--- config.mk ---
export PLATFORM = sky130hd
export DESIGN_NAME = gpu_blend_top
export DESIGN_NICKNAME = d
export VERILOG_FILES = /design/src/rtl/gpu_pkg.sv /design/src/rtl/gpu_blend_top.sv /design/src/rtl/gpu_blender.sv /design/src/rtl/gpu_fifo.sv
export SDC_FILE = /design/constraint.sdc
export NUM_CORES = 2
export LEC_CHECK = 0
export ABC_AREA = 1
export BUFFER_PORTS_ARGS = -buffer_cell sky130_fd_sc_hd__buf_4
export CORE_MARGIN = 8
export CORE_UTILIZATION = 30
export CTS_BUF_LIST = sky130_fd_sc_hd__clkbuf_4 sky130_fd_sc_hd__clkbuf_8
export CTS_CLUSTER_SIZE = 14
export DETAILED_ROUTE_END_ITERATION = 16
export MAX_ROUTING_LAYER = met4
export PLACE_DENSITY = 0.41
export RECOVER_POWER = 50
export SYNTH_ARGS = -nofsm -noshare
export SYNTH_HDL_FRONTEND = slang
export SYNTH_SLANG_ARGS = --single-unit
--- constraint.sdc ---
create_clock -name i_wire_clock -period 7 [get_ports i_wire_clock]
set_clock_uncertainty 0.15 [all_clocks]
set_input_delay 0.35 -clock i_wire_clock [delete_from_list [all_inputs] [get_ports i_wire_clock]]
set_output_delay 0.35 -clock i_wire_clock [all_outputs]
set_load 0.005 [all_outputs]
--- src/rtl/gpu_pkg.sv ---
`default_nettype none

package gpu_pkg;

        ////////////////////////////////////////
        // pixel words
        ////////////////////////////////////////

        // argb, alpha in the top byte, then red, green, blue
        typedef logic [31:0] pixel_t;

        // one colour or alpha byte
        typedef logic [7:0] channel_t;

        // channel byte times an 8-bit factor
        typedef logic [15:0] product_t;

        // blend setting word, only the low byte is the factor
        typedef logic [31:0] blend_t;

        ////////////////////////////////////////
        // blend constants
        ////////////////////////////////////////

        localparam int       BLEND_LATENCY = 2;
        localparam channel_t ALPHA_OPAQUE  = 8'hff;

endpackage

`default_nettype wire

--- src/rtl/gpu_blend_top.sv ---
`default_nettype none
`timescale 1ns/1ps

module gpu_blend_top #(
        parameter int FIFO_DEPTH = 16
) (
        input  wire                  i_wire_clock,
        input  wire                  i_rst_n,

        // blend setup
        input  wire                  i_argb_mode,
        input  wire gpu_pkg::blend_t i_blend,

        // source streams
        input  wire                  i_src1_write,
        input  wire                  i_src2_write,
        input  wire gpu_pkg::pixel_t i_src1_data,
        input  wire gpu_pkg::pixel_t i_src2_data,
        output logic                 o_src1_full,
        output logic                 o_src2_full,

        // blended stream
        input  wire                  i_dst_read,
        output gpu_pkg::pixel_t      o_dst_data,
        output logic                 o_dst_empty
);
        import gpu_pkg::*;

        pixel_t src1_head;
        pixel_t src2_head;
        logic   src1_empty;
        logic   src2_empty;
        logic   src_read;
        pixel_t dst_wdata;
        logic   dst_write;
        logic   dst_almost_full;

        ////////////////////////////////////////
        // source fifos
        ////////////////////////////////////////

        gpu_fifo #(
                .FIFO_DEPTH     (FIFO_DEPTH)
        ) fifo_src1 (
                .i_wire_clock   (i_wire_clock),
                .i_rst_n        (i_rst_n),
                .i_write        (i_src1_write),
                .i_data_in      (i_src1_data),
                .i_read         (src_read),
                .o_data_out     (src1_head),
                .o_full         (o_src1_full),
                .o_almost_full  (),
                .o_empty        (src1_empty)
        );

        gpu_fifo #(
                .FIFO_DEPTH     (FIFO_DEPTH)
        ) fifo_src2 (
                .i_wire_clock   (i_wire_clock),
                .i_rst_n        (i_rst_n),
                .i_write        (i_src2_write),
                .i_data_in      (i_src2_data),
                .i_read         (src_read),
                .o_data_out     (src2_head),
                .o_full         (o_src2_full),
                .o_almost_full  (),
                .o_empty        (src2_empty)
        );

        ////////////////////////////////////////
        // blender
        ////////////////////////////////////////

        // one pop strobe keeps the two streams paired
        gpu_blender blender0 (
                .i_wire_clock      (i_wire_clock),
                .i_rst_n           (i_rst_n),
                .i_argb_mode       (i_argb_mode),
                .i_blend           (i_blend),
                .i_src1_data       (src1_head),
                .i_src2_data       (src2_head),
                .i_src1_empty      (src1_empty),
                .i_src2_empty      (src2_empty),
                .i_dst_almost_full (dst_almost_full),
                .o_src_read        (src_read),
                .o_dst_data        (dst_wdata),
                .o_dst_write       (dst_write)
        );

        ////////////////////////////////////////
        // destination fifo
        ////////////////////////////////////////

        // margin covers the pairs still in the pipeline
        gpu_fifo #(
                .FIFO_DEPTH        (FIFO_DEPTH),
                .ALMOST_FULL_LEVEL (BLEND_LATENCY)
        ) fifo_dst (
                .i_wire_clock      (i_wire_clock),
                .i_rst_n           (i_rst_n),
                .i_write           (dst_write),
                .i_data_in         (dst_wdata),
                .i_read            (i_dst_read),
                .o_data_out        (o_dst_data),
                .o_full            (),
                .o_almost_full     (dst_almost_full),
                .o_empty           (o_dst_empty)
        );

endmodule

`default_nettype wire

--- src/rtl/gpu_blender.sv ---
`default_nettype none
`timescale 1ns/1ps

module gpu_blender (
        input  wire                  i_wire_clock,
        input  wire                  i_rst_n,

        // blend setup, only changed while idle
        input  wire                  i_argb_mode,
        input  wire gpu_pkg::blend_t i_blend,

        // source fifo heads
        input  wire gpu_pkg::pixel_t i_src1_data,
        input  wire gpu_pkg::pixel_t i_src2_data,
        input  wire                  i_src1_empty,
        input  wire                  i_src2_empty,

        // destination fifo
        input  wire                  i_dst_almost_full,

        output logic                 o_src_read,
        output gpu_pkg::pixel_t      o_dst_data,
        output logic                 o_dst_write
);
        import gpu_pkg::*;

        // blue, green, red
        localparam int CHANNELS = 3;

        logic                     pop;
        channel_t                 factor;
        channel_t                 factor_inv;
        logic [BLEND_LATENCY-1:0] valid_pipe;
        product_t                 prod1_r [CHANNELS];
        product_t                 prod2_r [CHANNELS];
        product_t                 sum [CHANNELS];
        channel_t                 blend_r [CHANNELS];

        ////////////////////////////////////////
        // pop strobe
        ////////////////////////////////////////

        // both sources ready and room for everything in flight
        assign pop        = !i_src1_empty && !i_src2_empty && !i_dst_almost_full;
        assign o_src_read = pop;

        ////////////////////////////////////////
        // stage 1, factor and products
        ////////////////////////////////////////

        // source-1 alpha in argb mode, else the global factor
        assign factor     = i_argb_mode ? i_src1_data[31:24] : i_blend[7:0];
        assign factor_inv = ALPHA_OPAQUE - factor;

        always_ff @(posedge i_wire_clock) begin
                if (pop) begin
                        for (int i = 0; i < CHANNELS; i++) begin
                                prod1_r[i] <= product_t'(i_src1_data[8*i +: 8])
                                              * product_t'(factor);
                                prod2_r[i] <= product_t'(i_src2_data[8*i +: 8])
                                              * product_t'(factor_inv);
                        end
                end
        end

        ////////////////////////////////////////
        // stage 2, sum and shift
        ////////////////////////////////////////

        // at most 255*255, so the sum stays within 16 bits
        always_comb begin
                for (int i = 0; i < CHANNELS; i++) begin
                        sum[i] = prod1_r[i] + prod2_r[i];
                end
        end

        always_ff @(posedge i_wire_clock) begin
                if (valid_pipe[0]) begin
                        for (int i = 0; i < CHANNELS; i++) begin
                                // fraction dropped
                                blend_r[i] <= sum[i][15:8];
                        end
                end
        end

        assign o_dst_data = {ALPHA_OPAQUE, blend_r[2], blend_r[1], blend_r[0]};

        ////////////////////////////////////////
        // valid pipe
        ////////////////////////////////////////

        always_ff @(posedge i_wire_clock or negedge i_rst_n) begin
                if (!i_rst_n) begin
                        valid_pipe <= '0;
                end else begin
                        valid_pipe <= {valid_pipe[BLEND_LATENCY-2:0], pop};
                end
        end

        // written into the destination fifo two edges after the pop
        assign o_dst_write = valid_pipe[BLEND_LATENCY-1];

endmodule

`default_nettype wire

--- src/rtl/gpu_fifo.sv ---
`default_nettype none
`timescale 1ns/1ps

module gpu_fifo #(
        parameter int FIFO_DEPTH        = 16,
        parameter int ALMOST_FULL_LEVEL = 2
) (
        input  wire                  i_wire_clock,
        input  wire                  i_rst_n,

        input  wire                  i_write,
        input  wire gpu_pkg::pixel_t i_data_in,

        input  wire                  i_read,
        output gpu_pkg::pixel_t      o_data_out,

        output logic                 o_full,
        output logic                 o_almost_full,
        output logic                 o_empty
);
        import gpu_pkg::*;

        localparam int ADDR_W = $clog2(FIFO_DEPTH);

        // count thresholds, one bit wider than the address
        localparam logic [ADDR_W:0] COUNT_FULL = (ADDR_W + 1)'(FIFO_DEPTH);
        localparam logic [ADDR_W:0] COUNT_AF   = (ADDR_W + 1)'(FIFO_DEPTH - ALMOST_FULL_LEVEL);

        pixel_t          mem [FIFO_DEPTH];
        logic [ADDR_W:0] wr_ptr;
        logic [ADDR_W:0] rd_ptr;
        logic [ADDR_W:0] count;
        logic            do_write;
        logic            do_read;

        ////////////////////////////////////////
        // accept logic
        ////////////////////////////////////////

        // writes while full and reads while empty are dropped
        assign do_write = i_write && !o_full;
        assign do_read  = i_read && !o_empty;

        ////////////////////////////////////////
        // storage
        ////////////////////////////////////////

        always_ff @(posedge i_wire_clock) begin
                if (do_write) begin
                        mem[wr_ptr[ADDR_W-1:0]] <= i_data_in;
                end
        end

        // first word fall through
        assign o_data_out = mem[rd_ptr[ADDR_W-1:0]];

        ////////////////////////////////////////
        // pointers and fill count
        ////////////////////////////////////////

        always_ff @(posedge i_wire_clock or negedge i_rst_n) begin
                if (!i_rst_n) begin
                        wr_ptr <= '0;
                        rd_ptr <= '0;
                        count  <= '0;
                end else begin
                        if (do_write) begin
                                wr_ptr <= wr_ptr + 1'b1;
                        end
                        if (do_read) begin
                                rd_ptr <= rd_ptr + 1'b1;
                        end
                        case ({do_write, do_read})
                                2'b10:   count <= count + 1'b1;
                                2'b01:   count <= count - 1'b1;
                                default: count <= count;
                        endcase
                end
        end

        // flags
        assign o_empty       = (count == '0);
        assign o_full        = (count == COUNT_FULL);
        assign o_almost_full = (count >= COUNT_AF);

endmodule

`default_nettype wire

Word-level counts from Yosys, hierarchy flattened. Memory sizes are Yosys's and may differ from the RTL's. Index checks and enable logic that the tools add are counted.

Add/subtract/negate cells: 16. Multipliers: 6. Div/mod/pow operators: 0. Order comparisons: 1. Eq/ne operators: 9. Shift-type cells: 0. Muxes and demuxes: 14. Bitwise logic cells: 0. Reduce and logical (&&, ||, !) cells: 21.

Operators by type and width (number): 8-bit by 8-bit multiplier with 16-bit output (6); 16-bit adder (3); 5-bit by 1-bit adder with 5-bit output, second input constant (9); 5-bit case mux with 2 select lines (3); 5-bit == test, second input constant (3); 5-bit logical NOT (3); 5-bit by 1-bit subtractor with 5-bit output, second input constant (3); 1-bit two-way mux (10); 1-bit logical AND (8); 8-bit two-way mux (1); 8-bit subtractor, first input constant (1); 1-bit logical NOT (7); 2-bit by 1-bit == test with 1-bit output, second input constant (3); 2-bit == test, second input constant (3); 2-bit nonzero test (3); 5-bit by 4-bit >= comparator with 1-bit output, second input constant (1).

Bits in registers: 47. Bits in latches: 0. Memory bits (writable): 1528. Bits in read-only memories: 0. Output and inout port bits: 35. Logic and storage cells: 83. Memories kept: 6.

Memory list: fifo_src1.mem (depth 16, width 32, read ports 1, clocked after Yosys merged registers in 0, write ports 1, line gpu_fifo.sv:29) `pixel_t mem [FIFO_DEPTH];`; fifo_src2.mem (depth 16, width 32, read ports 1, clocked after Yosys merged registers in 0, write ports 1, line gpu_fifo.sv:29); fifo_dst.mem (depth 16, width 24, read ports 1, clocked after Yosys merged registers in 0, write ports 1, line gpu_fifo.sv:29); blender0.prod1_r (depth 3, width 16, read ports 3, clocked after Yosys merged registers in 0, write ports 3, line gpu_blender.sv:34) `product_t prod1_r [CHANNELS];`; blender0.prod2_r (depth 3, width 16, read ports 3, clocked after Yosys merged registers in 0, write ports 3, line gpu_blender.sv:35) `product_t prod2_r [CHANNELS];`; blender0.blend_r (depth 3, width 8, read ports 3, clocked after Yosys merged registers in 0, write ports 3, line gpu_blender.sv:37) `channel_t blend_r [CHANNELS];`.

Longest topological paths before layout.
Word-level depth: 7. Mapped depth: 30.

By module. A second synthesis with hierarchy kept.

Cell total of the unflattened synthesis: 8840. Area, all modules: 85869.9 sq um.

By module, submodules not included: gpu_fifo (fifo_src1 ...) (times used 2, cells each 2116, area an instance 22201.3 sq um, sequential area each 15700.1 sq um); gpu_fifo (fifo_dst) (times used 1, cells each 2116, area an instance 22197.5 sq um, sequential area each 15700.1 sq um); gpu_blender (times used 1, cells each 2492, area an instance 19269.7 sq um, sequential area each 3653.5 sq um).

Worst setup path before layout. OpenSTA, ideal clock, no wires.

Path kind: reg2reg. From: register fifo_src2.count[0]. To: register blender0.valid_pipe[0]. Library setup time: 0.571 ns. Arrival time: 4.828 ns. Required time: 6.279 ns. Slack: 1.451 ns. Stages on the path, launching flop included: 5. Path buffers: 0. Clock period less this slack: 5.549 ns. Path through: dfrtp_1 > nor4_1 > nand2_1 > nand2_1 > nor2_1.

Longest elaborated chain between the ends: 4.

RTL lines: from (decl) (line gpu_fifo.sv:32) `logic [ADDR_W:0] count;`; from (signal assigned) (line gpu_fifo.sv:74) `2'b10: count <= count + 1'b1;`; from (signal assigned) (line gpu_fifo.sv:75) `2'b01: count <= count - 1'b1;`; from (signal assigned) (line gpu_fifo.sv:76) `default: count <= count;`; 5-bit logical NOT (line gpu_fifo.sv:82) `assign o_empty = (count == '0);`; 1-bit logical NOT (line gpu_blender.sv:44) `assign pop = !i_src1_empty && !i_src2_empty && !i_dst_almost_full;`; 1-bit logical AND (2 in a row) (line gpu_blender.sv:44); named net blender0.o_src_read (line gpu_blender.sv:21) `output logic o_src_read,`; to (signal assigned) (line gpu_blender.sv:96) `valid_pipe <= {valid_pipe[BLEND_LATENCY-2:0], pop};`; to (decl) (line gpu_blender.sv:33) `logic [BLEND_LATENCY-1:0] valid_pipe;`.

The timed path passes the listed nets, and every way through them passes these cells. A chain may end at the register's enable or synchronous reset.

==> results.yml <==
clock_tree:
  cts-buffers-inserted: 286
  cts_tree: "done"
  clockBufferDepth: 4
  clk_pin_slew_worst_paths_ns: 0.06
  post_cts_buffers: 0
  insertion_delay_ns: 1.06
  clock-sinks: 1441
  cts_root_buf: "clkbuf_8"
  htree_levels: 5
yosys:
  ys_seq_elements: 1441
  yosysWarnings: 0
  syn_inst: 6557
  synth-seq-area-share: 0.597
  ys_types: 40
  syn_avg_cell_area_sq_um: 11.0
  netlist_area_sq_um: 72100
floorplan:
  dieArea_sq_um: 256000
  core_area_sq_um: 240000
  die-height_um: 506
  rows: 180
  initial_core_util: 0.301
  design.portCount: 137
  die_w_um: 506
detailed_routing:
  drt_iter0_markers: 3487
  via_count: 48600
  drtAntennaViolNets: 0
  wl_mm: 216
  wl_per_cell_um: 21.0
  drt_pass1_iterations: 6
  route.detailed.drc: 0
  vias_per_cell: 4.74
worst_setup_path:
  crit_family: "adder cells"
  crit_start: "fifo_src1.rd_ptr[0]"
  ff2ff_path_depth: 23
  ff2ff_setup_slack_ns: 0.67
  crit_path_end_kind: "register"
  critPathMaxFanout: 46
  timing.rr.end: "blender0.prod1_r[0][29]"
  start_kind: "register"
  r2r-start: "fifo_src1.rd_ptr[0]"
  crit_top_cell: "fa_1"
  cp_data_required_time_ns: 7.56
  cpPeakStageDelay_ns: 0.60
  crit_chain: "inv_6 > buf_12 > buf_4 > nor2_1 > nor2_1 > o21ai_0 > nand3_1 > nand3_1 > nand2_1 > inv_2 > nor2_1 > fa_1 > fa_1 > fa_1 > inv_1 > fa_1 > inv_1 > ha_1 > a21oi_1 > o21ai_0 > nand2_1 > nand3_1 > xor2_1"
  worst-setup-path-type: "register to register"
  cp_num_buf_inv: 6
  crit_arrival_ns: 6.89
  cpMaxStageDelayCell: "dfrtp_4"
sta:
  final_hold_viol_count: 0
  period_share: 0.904
  drv_slew: 176
  fmax_mhz: 158
  setup_viol: 0
  rsz0062_at_grt: "false"
  slew_headroom: -1.10
  tns_ns: 0
  min_period_ns: 6.33
  worst_pin_slew_ns: 3.15
global_route:
  grt-ovfl-total: 0
  grt_pass1_vias: 49000
  grt_pass1_wl_mm: 323
  grt_max_degree: 119
  track_usage: 0.170
  antenna_found_initial: 12
layout:
  fillers: 24200
  seq_area_sq_um: 43100
  fin_util: 0.346
  drive_gt1_frac: 0.107
  finish.instance_area_sq_um: 83000
  nets: 7482
  areaGrowthSynthToFinish_pct: 15.0
  multi_input_area_sq_um: 25700
worst_hold_path:
  hold_path_end: "fifo_dst.rd_ptr[1]"
  hold_class: "input pin to register"
  hold_depth: 5
  min_from: "i_dst_read"
placed_design:
  dpl_cell_area_sq_um: 76700
  gp_congestion: 0.813
  portBuffers: 96
  detailed_place_hpwl_mm: 125
run_status:
  violations: "max-capacitance violations, max-slew violations"
  status: "complete, but fails checks"
flow_run:
  max_cap_viol_count: 6
per-stage QoR:
| step | cells | hold WS [ns] | worst slack (ns) |
|---|---|---|---|
| detailed placement | 9663 | 0.319 | 0.786 |
| global route | 10300 | 0.0852 | 0.424 |
| CTS | 10200 | 0.000804 | 0.716 |
| floorplan | 6564 | -0.0956 | 1.45 |
| finish | 10300 | 0.140 | 0.669 |
| global placement | 9663 | 0.317 | 0.813 |
synth_stat cells:
library cell | count | area [sq um]
nand2_2 | 3 | 18.8
o211ai_1 | 121 | 908
nand4_1 | 21 | 131
a21boi_0 | 3 | 22.5
nand3b_1 | 4 | 30.0
ha_1 | 285 | 3570
o21bai_1 | 19 | 143
conb_1 | 1 | 3.75
o22a_1 | 3 | 26.3
clkinv_1 | 6 | 22.5
nor2_1 | 1019 | 3820
fa_1 | 219 | 4380
a21oi_2 | 6 | 52.6
a31oi_1 | 10 | 62.6
inv_2 | 27 | 101
or2_1 | 1 | 6.26
buf_8 | 1 | 15.0
xnor2_1 | 43 | 377
inv_1 | 471 | 1770
nand3_1 | 597 | 2990
nand2_4 | 8 | 90.1
edfxtp_1 | 1400 | 42000
o21a_1 | 3 | 22.5
nor3_1 | 22 | 110
buf_2 | 86 | 430
xor2_1 | 57 | 499
buf_4 | 15 | 113
clkbuf_1 | 117 | 439
buf_6 | 63 | 709
buf_1 | 41 | 154
inv_4 | 1 | 6.26
nand3_4 | 8 | 140
o21ai_0 | 502 | 2510
o21ai_1 | 12 | 60.1
or2_2 | 7 | 43.8
nand2_1 | 1053 | 3950
nor4_1 | 3 | 18.8
dfrtp_1 | 41 | 1030
a21oi_1 | 252 | 1260
a21o_1 | 6 | 45.0
area by class of cell:
cell class | count | area share
inverters | 505 | 0.0231
clock buffers | 393 | 0.0577
flip-flops and latches | 1441 | 0.519
clock inverters | 79 | 0.00594
diodes | 16 | 0.000483
multi-input cells | 4295 | 0.309
well taps | 3185 | 0.0480
repair buffers | 347 | 0.0360
flip-flops by register name (all words and copies together), names as in the netlist:
name,count
blender0.valid_pipe,2
fifo_src2.rd_ptr,4
fifo_src1.wr_ptr,4
fifo_dst.wr_ptr,4
fifo_src2.count,5
fifo_src1.mem,512
fifo_src1.count,5
fifo_dst.rd_ptr,4
fifo_src2.wr_ptr,4
blender0.prod1_r,48
fifo_src2.mem,384
blender0.blend_r,24
fifo_src1.rd_ptr,4
fifo_dst.mem,384
fifo_dst.count,5
blender0.prod2_r,48
worst reg2reg max path, stage by stage (launching register included):
cell and delay [ns]:
dfrtp_4 0.60, inv_6 0.20, buf_12 0.31, buf_4 0.30, nor2_1 0.06, nor2_1 0.08, o21ai_0 0.09, nand3_1 0.08
nand3_1 0.08, nand2_1 0.37, inv_2 0.20, nor2_1 0.20, fa_1 0.45, fa_1 0.51, fa_1 0.50, inv_1 0.05
fa_1 0.47, inv_1 0.04, ha_1 0.33, a21oi_1 0.28, o21ai_0 0.13, nand2_1 0.07, nand3_1 0.08, xor2_1 0.42
cell usage in the layout, fill, tap and decap left out, drive strengths merged, types with 68 or more instances in the layout:
master,instances
a21oi,258
buf,176
clkbuf,455
clkinv,68
dlygate4sd3,109
edfxtp,1400
fa,219
ha,285
inv,501
nand2,1064
nand3,605
nor2,1019
o211ai,121
o21ai,514
worst max path at each step:
stage	to	depth (start not counted)
CTS	blender0.prod1_r[0][29]	23
global placement	blender0.prod1_r[0][29]	23
detailed placement	blender0.prod1_r[0][29]	23
global route	blender0.prod1_r[0][29]	23
floorplan	blender0.valid_pipe[0]	4
finish	blender0.prod1_r[0][29]	23
metal layers:
metal  GRT usage  share of wire  vias to the layer above
li1            -              -                    23200
met1       0.229           0.47                    24000
met2       0.271           0.47                     1061
met3      0.0242          0.040                      354
met4      0.0425          0.021                        0
met5           -              0                        -
cells by family (layout without fill, tap and decap cells):
group,after synthesis,after routing,synth area share
AOI/OAI and AO/OA,937,937,0.0709
xor gates and xnor gates,100,100,0.0121
adders and majority gates,504,504,0.110
buffers and inverters,828,1324,0.0521
DFF,1441,1441,0.597
other,1,24,0.0000520
and+or+nand+nor,2746,2746,0.157
timing repair:
action,CTS,global route
hold endpoints to repair,954,0
hold buffers,110,0
resized for setup,0,0
Power is left out: the tool's default activity adds up to more than one toggle a clock period on the data nets, which glitch-free logic cannot reach.
